`src/logic/cache_pkg.sv`:
```
`default_nettype none

package cache_pkg;

    // geometry
    localparam int word_w      = 32;   // data and address width
    localparam int block_words = 2;    // words per line
    localparam int n_ways      = 2;
    localparam int n_sets      = 16;   // 16 sets x 2 ways x 8 bytes = 256 bytes

    // address split: tag | set | word | byte
    localparam int set_bits   = 4;
    localparam int block_bits = 1;
    localparam int tag_bits   = word_w - set_bits - block_bits - 2;

    localparam int cnt_w = 16;  // hit and miss counters

    // everything from here up is uncached after reset
    localparam logic [word_w-1:0] noncache_reset = 32'h8000_0000;

    // controller states
    typedef enum logic [2:0] {
        st_idle,
        st_fetch,        // refill from memory
        st_wb,           // victim write-back
        st_uncached,     // single word pass-through
        st_flush_scan,   // look for next dirty line
        st_flush_line    // write back one dirty line
    } cache_state_t;

    // register word index
    typedef enum logic [2:0] {
        reg_noncache = 3'd0,
        reg_ctrl     = 3'd1,
        reg_status   = 3'd2,
        reg_hits     = 3'd3,
        reg_misses   = 3'd4
    } reg_sel_t;

endpackage

`default_nettype wire

```
`src/logic/l1_cache.sv`:
```
`timescale 1ns/1ps
`default_nettype none

module l1_cache (
    input  logic                          cif,
    input  logic                          arst_n,
    // processor side
    input  logic [cache_pkg::word_w-1:0]  proc_addr,
    input  logic [cache_pkg::word_w-1:0]  proc_wdata,
    input  logic                          proc_ren,
    input  logic                          proc_wen,
    output logic [cache_pkg::word_w-1:0]  proc_rdata,
    output logic                          proc_busy,
    // memory side, cache is master
    output logic [cache_pkg::word_w-1:0]  mem_addr,
    output logic [cache_pkg::word_w-1:0]  mem_wdata,
    output logic                          mem_ren,
    output logic                          mem_wen,
    input  logic [cache_pkg::word_w-1:0]  mem_rdata,
    input  logic                          mem_busy,
    // register block
    input  logic [cache_pkg::word_w-1:0]  noncache_base,
    input  logic                          flush_pending,
    output logic                          flush_done,
    output logic                          hit_pulse,
    output logic                          miss_pulse
);
    import cache_pkg::*;

    cache_state_t state, state_nxt;

    // address fields, byte bits ignored
    logic [tag_bits-1:0]   addr_tag;
    logic [set_bits-1:0]   addr_set;
    logic [block_bits-1:0] addr_word;

    assign addr_tag  = proc_addr[word_w-1 -: tag_bits];
    assign addr_set  = proc_addr[2+block_bits +: set_bits];
    assign addr_word = proc_addr[2 +: block_bits];

    // storage
    logic [word_w-1:0]   data_arr  [n_sets][n_ways][block_words];
    logic [tag_bits-1:0] tag_arr   [n_sets][n_ways];
    logic [n_ways-1:0]   valid_arr [n_sets];
    logic [n_ways-1:0]   dirty_arr [n_sets];
    logic                lru_arr   [n_sets];  // way used last

    // counters
    logic [block_bits-1:0] word_cnt;
    logic [set_bits-1:0]   set_cnt;   // flush walk
    logic                  way_cnt;
    logic                  miss_seen; // current access already missed once

    logic [n_ways-1:0] way_hit;
    logic              hit_way;
    logic              hit;
    logic              req;
    logic              uncached;
    logic              victim;
    logic              victim_dirty;
    logic              last_word;
    logic              fl_dirty;
    logic              flush_last;
    logic              hit_done;    // processor access served from the array
    logic              wr_hit;
    logic              fill_we;     // fetched word arrives
    logic              fill_done;
    logic              word_step;
    logic              line_step;
    logic              flush_clean;

    // tag compare, both ways in parallel
    always_comb begin
        for (int w = 0; w < n_ways; w++) begin
            way_hit[w] = valid_arr[addr_set][w] && (tag_arr[addr_set][w] == addr_tag);
        end
    end

    assign req          = proc_ren | proc_wen;
    assign uncached     = (proc_addr >= noncache_base);
    assign hit          = (|way_hit) & ~uncached;
    assign hit_way      = way_hit[1];           // only meaningful with hit
    assign victim       = ~lru_arr[addr_set];   // evict the other way
    assign victim_dirty = valid_arr[addr_set][victim] & dirty_arr[addr_set][victim];

    assign last_word  = (word_cnt == block_bits'(block_words - 1));
    assign fl_dirty   = valid_arr[set_cnt][way_cnt] & dirty_arr[set_cnt][way_cnt];
    assign flush_last = (set_cnt == set_bits'(n_sets - 1)) && (way_cnt == 1'(n_ways - 1));

    assign hit_done    = (state == st_idle) && req && hit;
    assign wr_hit      = hit_done && proc_wen;
    assign fill_we     = (state == st_fetch) && !mem_busy;
    assign fill_done   = fill_we && last_word;
    assign flush_clean = (state == st_flush_line) && !mem_busy && last_word;
    assign line_step   = (state == st_flush_scan) && !fl_dirty;
    assign word_step   = !mem_busy &&
                         (state == st_fetch || state == st_wb || state == st_flush_line);

    // next state and bus outputs
    always_comb begin
        state_nxt  = state;
        proc_busy  = 1'b1;
        proc_rdata = data_arr[addr_set][hit_way][addr_word];
        mem_addr   = {addr_tag, addr_set, word_cnt, 2'b00};   // refill address
        mem_wdata  = data_arr[addr_set][victim][word_cnt];
        mem_ren    = 1'b0;
        mem_wen    = 1'b0;
        flush_done = 1'b0;
        hit_pulse  = 1'b0;
        miss_pulse = 1'b0;

        case (state)
            st_idle: begin
                if (req && uncached) begin
                    state_nxt = st_uncached;
                end else if (req && hit) begin
                    proc_busy  = 1'b0;
                    // a refilled access is counted as the miss it was
                    hit_pulse  = ~miss_seen;
                    miss_pulse = miss_seen;
                end else if (req) begin
                    state_nxt = victim_dirty ? st_wb : st_fetch;
                end else if (flush_pending) begin
                    state_nxt = st_flush_scan;
                end
            end

            st_fetch: begin
                mem_ren = 1'b1;
                if (fill_done) begin
                    state_nxt = st_idle;  // access then hits
                end
            end

            st_wb: begin
                mem_wen  = 1'b1;
                mem_addr = {tag_arr[addr_set][victim], addr_set, word_cnt, 2'b00}; // old line
                if (!mem_busy && last_word) begin
                    state_nxt = st_fetch;
                end
            end

            st_uncached: begin
                // straight pass-through of one word
                mem_ren    = proc_ren;
                mem_wen    = proc_wen;
                mem_addr   = proc_addr;
                mem_wdata  = proc_wdata;
                proc_rdata = mem_rdata;
                proc_busy  = mem_busy;
                if (!mem_busy) begin
                    state_nxt = st_idle;
                end
            end

            st_flush_scan: begin
                if (fl_dirty) begin
                    state_nxt = st_flush_line;
                end else if (flush_last) begin
                    flush_done = 1'b1;
                    state_nxt  = st_idle;
                end
            end

            st_flush_line: begin
                mem_wen   = 1'b1;
                mem_addr  = {tag_arr[set_cnt][way_cnt], set_cnt, word_cnt, 2'b00};
                mem_wdata = data_arr[set_cnt][way_cnt][word_cnt];
                if (flush_clean) begin
                    state_nxt = st_flush_scan;  // rescan sees it clean and moves on
                end
            end

            default: state_nxt = st_idle;
        endcase
    end

    // state, counters
    always_ff @(posedge cif or negedge arst_n) begin
        if (!arst_n) begin
            state     <= st_idle;
            word_cnt  <= '0;
            set_cnt   <= '0;
            way_cnt   <= 1'b0;
            miss_seen <= 1'b0;
        end else begin
            state <= state_nxt;
            if (word_step) begin
                word_cnt <= word_cnt + 1'b1;  // wraps at line end
            end
            if (line_step) begin
                {set_cnt, way_cnt} <= {set_cnt, way_cnt} + 1'b1; // wraps to 0 after last line
            end
            if (state == st_idle && req && !uncached) begin
                miss_seen <= ~hit;
            end
        end
    end

    // line status
    always_ff @(posedge cif or negedge arst_n) begin
        if (!arst_n) begin
            for (int s = 0; s < n_sets; s++) begin
                valid_arr[s] <= '0;
                dirty_arr[s] <= '0;
                lru_arr[s]   <= 1'b0;
            end
        end else begin
            if (hit_done) begin
                lru_arr[addr_set] <= hit_way;
            end
            if (wr_hit) begin
                dirty_arr[addr_set][hit_way] <= 1'b1;
            end
            if (fill_done) begin
                valid_arr[addr_set][victim] <= 1'b1;
                dirty_arr[addr_set][victim] <= 1'b0;
            end
            if (flush_clean) begin
                dirty_arr[set_cnt][way_cnt] <= 1'b0;  // stays valid
            end
        end
    end

    // data and tags
    always_ff @(posedge cif) begin
        if (wr_hit) begin
            data_arr[addr_set][hit_way][addr_word] <= proc_wdata;
        end
        if (fill_we) begin
            data_arr[addr_set][victim][word_cnt] <= mem_rdata;
        end
        if (fill_done) begin
            tag_arr[addr_set][victim] <= addr_tag;
        end
    end

endmodule

`default_nettype wire

```
`src/logic/cache_regs.sv`:
```
`timescale 1ns/1ps
`default_nettype none

module cache_regs (
    input  logic                          cif,
    input  logic                          arst_n,
    input  cache_pkg::reg_sel_t           reg_sel,
    input  logic [cache_pkg::word_w-1:0]  reg_wdata,
    input  logic                          reg_wen,
    input  logic                          flush_done,
    input  logic                          hit_pulse,
    input  logic                          miss_pulse,
    output logic [cache_pkg::word_w-1:0]  reg_rdata,
    output logic [cache_pkg::word_w-1:0]  noncache_base,
    output logic                          flush_pending
);
    import cache_pkg::*;

    logic             done_sticky;  // set by flush_done, cleared by new command
    logic [cnt_w-1:0] hit_cnt;
    logic [cnt_w-1:0] miss_cnt;
    logic             ctrl_wr;

    // saturating increment
    function automatic logic [cnt_w-1:0] sat_inc(input logic [cnt_w-1:0] v);
        return (v == '1) ? v : v + 1'b1;
    endfunction

    assign ctrl_wr = reg_wen && (reg_sel == reg_ctrl);

    always_ff @(posedge cif or negedge arst_n) begin
        if (!arst_n) begin
            noncache_base <= noncache_reset;
            flush_pending <= 1'b0;
            done_sticky   <= 1'b0;
            hit_cnt       <= '0;
            miss_cnt      <= '0;
        end else begin
            if (reg_wen && reg_sel == reg_noncache) begin
                noncache_base <= reg_wdata;
            end

            // new command wins over a finishing flush
            if (ctrl_wr && reg_wdata[0]) begin
                flush_pending <= 1'b1;
                done_sticky   <= 1'b0;
            end else if (flush_done) begin
                flush_pending <= 1'b0;
                done_sticky   <= 1'b1;
            end

            if (ctrl_wr && reg_wdata[1]) begin  // counter clear
                hit_cnt  <= '0;
                miss_cnt <= '0;
            end else begin
                if (hit_pulse)  hit_cnt  <= sat_inc(hit_cnt);
                if (miss_pulse) miss_cnt <= sat_inc(miss_cnt);
            end
        end
    end

    // read mux
    always_comb begin
        case (reg_sel)
            reg_noncache: reg_rdata = noncache_base;
            reg_status:   reg_rdata = word_w'({done_sticky, flush_pending});
            reg_hits:     reg_rdata = word_w'(hit_cnt);
            reg_misses:   reg_rdata = word_w'(miss_cnt);
            default:      reg_rdata = '0;  // ctrl bits act on write only
        endcase
    end

endmodule

`default_nettype wire

```
`src/logic/cache_subsystem.sv`:
```
`timescale 1ns/1ps
`default_nettype none

module cache_subsystem (
    input  logic                          cif,
    input  logic                          arst_n,
    // processor bus
    input  logic [cache_pkg::word_w-1:0]  proc_addr,
    input  logic [cache_pkg::word_w-1:0]  proc_wdata,
    input  logic                          proc_ren,
    input  logic                          proc_wen,
    output logic [cache_pkg::word_w-1:0]  proc_rdata,
    output logic                          proc_busy,
    // memory bus
    output logic [cache_pkg::word_w-1:0]  mem_addr,
    output logic [cache_pkg::word_w-1:0]  mem_wdata,
    output logic                          mem_ren,
    output logic                          mem_wen,
    input  logic [cache_pkg::word_w-1:0]  mem_rdata,
    input  logic                          mem_busy,
    // register bus
    input  cache_pkg::reg_sel_t           reg_sel,
    input  logic [cache_pkg::word_w-1:0]  reg_wdata,
    input  logic                          reg_wen,
    output logic [cache_pkg::word_w-1:0]  reg_rdata
);
    import cache_pkg::*;

    // between cache and register block
    logic [word_w-1:0] noncache_base;
    logic              flush_pending;   // level
    logic              flush_done;      // one-cycle pulse
    logic              hit_pulse;
    logic              miss_pulse;

    l1_cache u_cache (
        .cif           (cif),
        .arst_n        (arst_n),
        .proc_addr     (proc_addr),
        .proc_wdata    (proc_wdata),
        .proc_ren      (proc_ren),
        .proc_wen      (proc_wen),
        .proc_rdata    (proc_rdata),
        .proc_busy     (proc_busy),
        .mem_addr      (mem_addr),
        .mem_wdata     (mem_wdata),
        .mem_ren       (mem_ren),
        .mem_wen       (mem_wen),
        .mem_rdata     (mem_rdata),
        .mem_busy      (mem_busy),
        .noncache_base (noncache_base),
        .flush_pending (flush_pending),
        .flush_done    (flush_done),
        .hit_pulse     (hit_pulse),
        .miss_pulse    (miss_pulse)
    );

    cache_regs u_regs (
        .cif           (cif),
        .arst_n        (arst_n),
        .reg_sel       (reg_sel),
        .reg_wdata     (reg_wdata),
        .reg_wen       (reg_wen),
        .flush_done    (flush_done),
        .hit_pulse     (hit_pulse),
        .miss_pulse    (miss_pulse),
        .reg_rdata     (reg_rdata),
        .noncache_base (noncache_base),
        .flush_pending (flush_pending)
    );

endmodule

`default_nettype wire

```
`config.mk`:
```
export PLATFORM = sky130hd
export DESIGN_NAME = cache_subsystem
export DESIGN_NICKNAME = d
export VERILOG_FILES = /design/src/logic/cache_pkg.sv /design/src/logic/l1_cache.sv /design/src/logic/cache_regs.sv /design/src/logic/cache_subsystem.sv
export SDC_FILE = /design/constraint.sdc
export NUM_CORES = 2
export LEC_CHECK = 0
export BUFFER_PORTS_ARGS = -buffer_cell sky130_fd_sc_hd__clkbuf_2
export CORE_MARGIN = 3
export CORE_UTILIZATION = 55
export CTS_BUF_LIST = sky130_fd_sc_hd__clkbuf_4
export DETAILED_ROUTE_END_ITERATION = 12
export HOLD_SLACK_MARGIN = 0.06
export PLACE_DENSITY_LB_ADDON = 0.05
export SKIP_CTS_REPAIR_TIMING = 1
export SLEW_MARGIN = 20
export SYNTH_ARGS = -nofsm -noshare
export SYNTH_HDL_FRONTEND = slang
export SYNTH_SLANG_ARGS = --single-unit
```
`constraint.sdc`:
```
create_clock -name cif -period 5.3 [get_ports cif]
set_input_delay 0.53 -clock cif [delete_from_list [all_inputs] [get_ports cif]]
set_output_delay 0.53 -clock cif [all_outputs]
set_load 0.02 [all_outputs]
```
* Word-level counts from Yosys, hierarchy flattened
Memories as Yosys holds them, arrays and structs flattened. Cells that the tools add are included.
Storage, ports and cells: output and inout port bits 131, RAM bits 2848, memories 2, bits of input ports 137, flip-flop bits (word level) 156
Memories:
- u_cache.data_arr | depth 16, bits a word 128, read ports 2, clocked after Yosys merged registers in 0, write ports 1, RTL line l1_cache.sv:42 | logic [word_w-1:0] data_arr [n_sets][n_ways][block_words];
- u_cache.tag_arr | depth 16, bits a word 50, read ports 2, clocked after Yosys merged registers in 0, write ports 1, RTL line l1_cache.sv:43 | logic [tag_bits-1:0] tag_arr [n_sets][n_ways];
Cells by class: $add $sub $neg 4, mux-type cells 249, $lt $le $gt $ge 20, bitwise logic cells 149, reductions and logical operators 44, eq/ne operators 23
Operators with widths (count):
- two-way mux 64 bit | 11
- two-way mux 32 bit | 15
- two-way mux 128 bit | 2
- two-way mux 25 bit | 7
- two-way mux 1 bit | 160
- OR 1 bit | 129
- demux 64 bit (select 1 bit) | 2
- case mux 32 bit (4 select lines) | 1
- two-way mux 16 bit | 6
- case mux 32 bit (3 select lines) | 1
- AND 32 bit | 2
- demux 32 bit (select 1 bit) | 2
- inverter 32 bit | 2
- OR 32 bit | 2
- case mux 32 bit (2 select lines) | 1
- equality test 25 bit | 2
- two-way mux 50 bit | 1
- adder 16 x 1 -> 16 bit (second input constant) | 2
- binary-select mux 2 bit (select 4 bit) | 4
- equality test 16 bit (second input constant) | 2
- >= comparator 32 bit | 1
- two-way mux 3 bit | 10
- logical AND 1 bit | 29
- demux 25 bit (select 1 bit) | 1
- 36 further kinds | 94

* Depth between registers and ports, before layout
depth in word-level cells 17, gate-level depth with buffers 19, depth with buffers taken out 12

* By module
From an unflattened synthesis, not the netlist that was laid out.
Unflattened totals: cell total of the unflattened synthesis 7411, area total of the unflattened synthesis 146116.4 sq um
By module, submodules not included:
- l1_cache | instances 1, area an instance 142591.8 sq um, cells an instance 7061
- cache_regs | instances 1, area an instance 3524.6 sq um, cells an instance 350

* Worst setup path after synthesis
No wires, ideal clock.
path kind input to register, start in proc_addr[6] in the netlist's numbering, end mem u_cache.data_arr[0][0] in the netlist's numbering (enable), data required time 4868 ps, path slack -373 ps, path buffers 6, stages on the path 16, arrival time 5241 ps, cells stage by stage buf_2 -> buf_6 -> buf_2 -> buf_2 -> mux4_2 -> mux2i_1 -> xnor2_1 -> nand3_1 -> o41ai_1 -> nand2_1 -> nand4bb_1 -> buf_2 -> nor3b_2 -> nand2_1 -> clkbuf_1 -> a21oi_1
On the way: longest elaborated chain between the ends 12, elaborated cells on any way between the ends 35, classes of those cells 5 x order compare; 2 x eq/ne; 13 x mux; 7 x bitwise; 7 x reduce/logical; 1 x memory
RTL lines:
- from (decl) | RTL line cache_subsystem.sv:8 | input logic [cache_pkg::word_w-1:0] proc_addr,
- parallel branches: the longest is 12 deep, another holds memory (16 x 50 bit)
- to (decl) | RTL line l1_cache.sv:42
Parallel ways; which one is timed is not known. The select of a mux whose other input is x is not followed.

==> flow_summary.json <==
{
  "ys_ff_latch": 3004,
  "crit_chain": "mux2_2, o22ai_2, nor3_1, or4b_4, or4_4, a22oi_2, nand4bb_4, buf_12, buf_12, mux2_2, o22ai_2, a21oi_2, buf_4, clkbuf_2",
  "hold_class": "input port to flip-flop",
  "yosysSeqAreaShare_pct": 61.52,
  "vias_per_cell": 7.120,
  "drt_iter0_drc": 14160,
  "grtUsageMet1_pct": 49.26,
  "peakVddDrop_uv": 327.0,
  "required_ns": 4.77,
  "syn2layout_area_growth_pct": 19.15,
  "fp.dieW_um": 520.1,
  "track_usage_pct": 36.24,
  "period_minus_slack_ns": 5.882,
  "cts_tree": "built",
  "layout_common_cells": "2848 x edfxtp_1, 1773 x mux4_2, 1085 x clkbuf_4",
  "ys_types": 92,
  "wl_per_cell_um": 38.77,
  "start_kind": "flip-flop",
  "final_nets": 9141,
  "ant_nets": 0,
  "maxCapViolCount": 0,
  "chipHeight_um": 520.1,
  "htreeDepth": 6,
  "final_common_cell": "edfxtp_1",
  "synth_edf_count": 2848,
  "dr.pass1.iters": 8,
  "finalCritPeriodShare_pct": 111.0,
  "violations": "setup timing",
  "cpMaxStageDelayCell": "or4_4",
  "run_status": "finished, violations left",
  "globalplace.congestion": 0.9654,
  "fin_util_pct": 65.92,
  "cp_max_fo": 6,
  "drive_above_1_share_pct": 46.77,
  "arrival_ns": 5.35,
  "port_buffers": 267,
  "met2_usage_pct": 55.57,
  "grt_pass1_vias": 91540,
  "async_flop_share_pct": 5.193,
  "regArea_sq_um": 89450,
  "tightest_slew_ns": 1.209,
  "multi_input_area_sq_um": 54810,
  "root_buffer": "clkbuf_4",
  "num_rows": 188,
  "slew_viol_final": 0,
  "cp-end-kind": "output port",
  "setup_slack_ns": -0.5820,
  "antenna_found_initial": 32,
  "dieArea_sq_um": 270500,
  "synth_area_sq_um": 145400,
  "synth_ff_type": "edfxtp_1",
  "grt-busiest-layer": "met2",
  "dp_hpwl_mm": 317.2,
  "hold_violations": 0,
  "syn_avg_cell_area_sq_um": 19.55,
  "drc": 0,
  "overflow": 0,
  "finalClockSkew_ns": 0.1012,
  "grt_pass1_wl_mm": 686.5,
  "clk_latency_ns": 1.60,
  "cts_buffers": 772,
  "pin_count": 268,
  "cts_sinks": 3004,
  "fillCellCount": 17840,
  "use_met3_pct": 9.335,
  "slew_headroom_pct": 19.41,
  "clk_path_buf_depth": 4,
  "synth_warnings": 0,
  "core_sq_um": 262700,
  "fmax_ghz": 0.1700,
  "vias": 93080,
  "start_util_pct": 55.32,
  "finalSetupViolations": 79,
  "crit_type": "flip-flop to output port",
  "slowest_delay_ns": 0.54,
  "synth_nets": 7608,
  "setup_tns_ns": -26.78,
  "drt_wl_total_mm": 506.9,
  "grt_max_degree": 143,
  "leakage_uw": 0.05746,
  "powerDensity_nw_per_um2": 406.0,
  "syn_inst": 7436,
  "rsz0062_at_grt": "yes",
  "clkTransAtPathRegs_ns": 0.07
}
-- cells by family (layout without fill, tap and decap cells) --
group | after synthesis | in the layout | synth area share (%)
flops | 3004 | 3004 | 61.52
buf+inv | 635 | 2730 | 1.835
simple gates | 920 | 920 | 2.855
other cells | 0 | 27 | 0
mux | 2175 | 2175 | 30.39
xor+xnor | 52 | 52 | 0.3133
compound gates | 615 | 615 | 2.790
fa+ha+maj | 35 | 35 | 0.3013
-- cells in the mapped netlist, drive strengths merged (7+ instances only) --
cell type  number  area (sq um)
a2111oi         8         95.09
a31oi           8         50.05
nand4          29         181.4
mux2          149          1678
a22o           19         166.4
a31o           11         96.35
a22oi          81         608.1
a211oi         44         330.3
dfrtp         155          3879
o21ai         134         670.6
mux4         1775         39980
nor2          177         666.9
nor3           35         175.2
and3           15         93.84
xor2           15         131.4
ha             35         437.9
o22ai          60         375.4
a21o           18         135.1
edfxtp       2848         85520
inv            56         210.2
o211ai         11         82.58
mux2i         251          2512
a221oi          8         70.07
xnor2          37         324.1
a21oi         137         689.4
nor3b           7         57.55
nor2b          16         100.1
nand2b         24         150.1
or3            13         81.33
o221ai          9         78.83
nand3          45         225.2
and2           15         93.84
buf           219          1106
a41oi          21         191.4
clkbuf        358          1344
nand2         465          1745
or2            51         319.1
-- layout make-up --
| class | count | share of cell area, % |
|---|---|---|
| sequential | 3004 | 51.64 |
| multi-input combinational | 3797 | 31.64 |
| timing repair buffer | 1336 | 8.536 |
| clock buffer | 1085 | 4.703 |
| tap | 3515 | 2.539 |
| clock inverter | 251 | 0.7657 |
| inverter | 58 | 0.1315 |
| antenna | 27 | 0.03901 |
-- state kept, by name, summed over array words and instances (netlist names) --
register,flops
u_cache.data_arr,2048
u_cache.tag_arr,800
u_cache.dirty_arr,32
u_cache.valid_arr,32
u_regs.noncache_base,32
u_cache.lru_arr,16
u_regs.hit_cnt,16
u_regs.miss_cnt,16
u_cache.set_cnt,4
u_cache.state,3
u_cache.last_word,1
u_cache.miss_seen,1
u_cache.way_cnt,1
u_regs.done_sticky,1
u_regs.flush_pending,1
-- metrics by stage --
stage	instance area, sq um	worst slack [ns]	hold slack, ns	std cells	total power [uW]
6_report	173200	-0.5820	0.1176	13070	70330
5_1_grt	173200	-0.7135	0.05911	13060	72680
4_1_cts	166700	-1.155	-1.001	12600	66890
3_5_place_dp	157200	-0.2888	0.4809	11260	47550
3_3_place_gp	157200	-0.2439	0.4760	11260	47420
2_1_floorplan	145400	-0.3729	0.2344	7436	40280
-- power by group --
group / total [uW] / internal, uW / switching, uW
combinational: 24000 / 11800 / 12200
sequential: 26800 / 26500 / 292
clock: 19500 / 9810 / 9730
-- routing by layer --
layer | up-vias | routed length (um)
met5 | - | 155
met4 | 24 | 27290
met3 | 1251 | 60340
met2 | 6952 | 238900
met1 | 49160 | 180200
li1 | 35690 | -
-- path summary, 6_finish.rpt --
check	cells after the start	startpoint	slack (ns)	end
min in group asynchronous	4	arst_n	0.22	u_regs.hit_cnt[5]$_DFFE_PN0P_
worst min register to register	1	u_cache.valid_arr[22]$_DFFE_PN0P_	0.50	u_cache.valid_arr[22]$_DFFE_PN0P_
worst max register to register	17	u_cache.tag_arr[6][17]$_DFFE_PP_	0.59	u_cache.data_arr[14][121]$_DFFE_PP_
worst min-delay path	7	proc_addr[5]	0.12	u_cache.dirty_arr[23]$_DFF_PN0_
max in group asynchronous	4	arst_n	4.54	u_regs.noncache_base[30]$_DFFE_PN0P_
worst max-delay path	14	u_cache.tag_arr[6][17]$_DFFE_PP_	-0.58	proc_rdata[1]
-- critical path: cells and delay by family (launching register included) --
kind	cells	cell delay, ns
compound gates	4	0.70
buf+inv	4	0.76
flops	1	0.40
mux	2	0.57
simple gates	4	1.31
(Power assumes the default switching activity.)
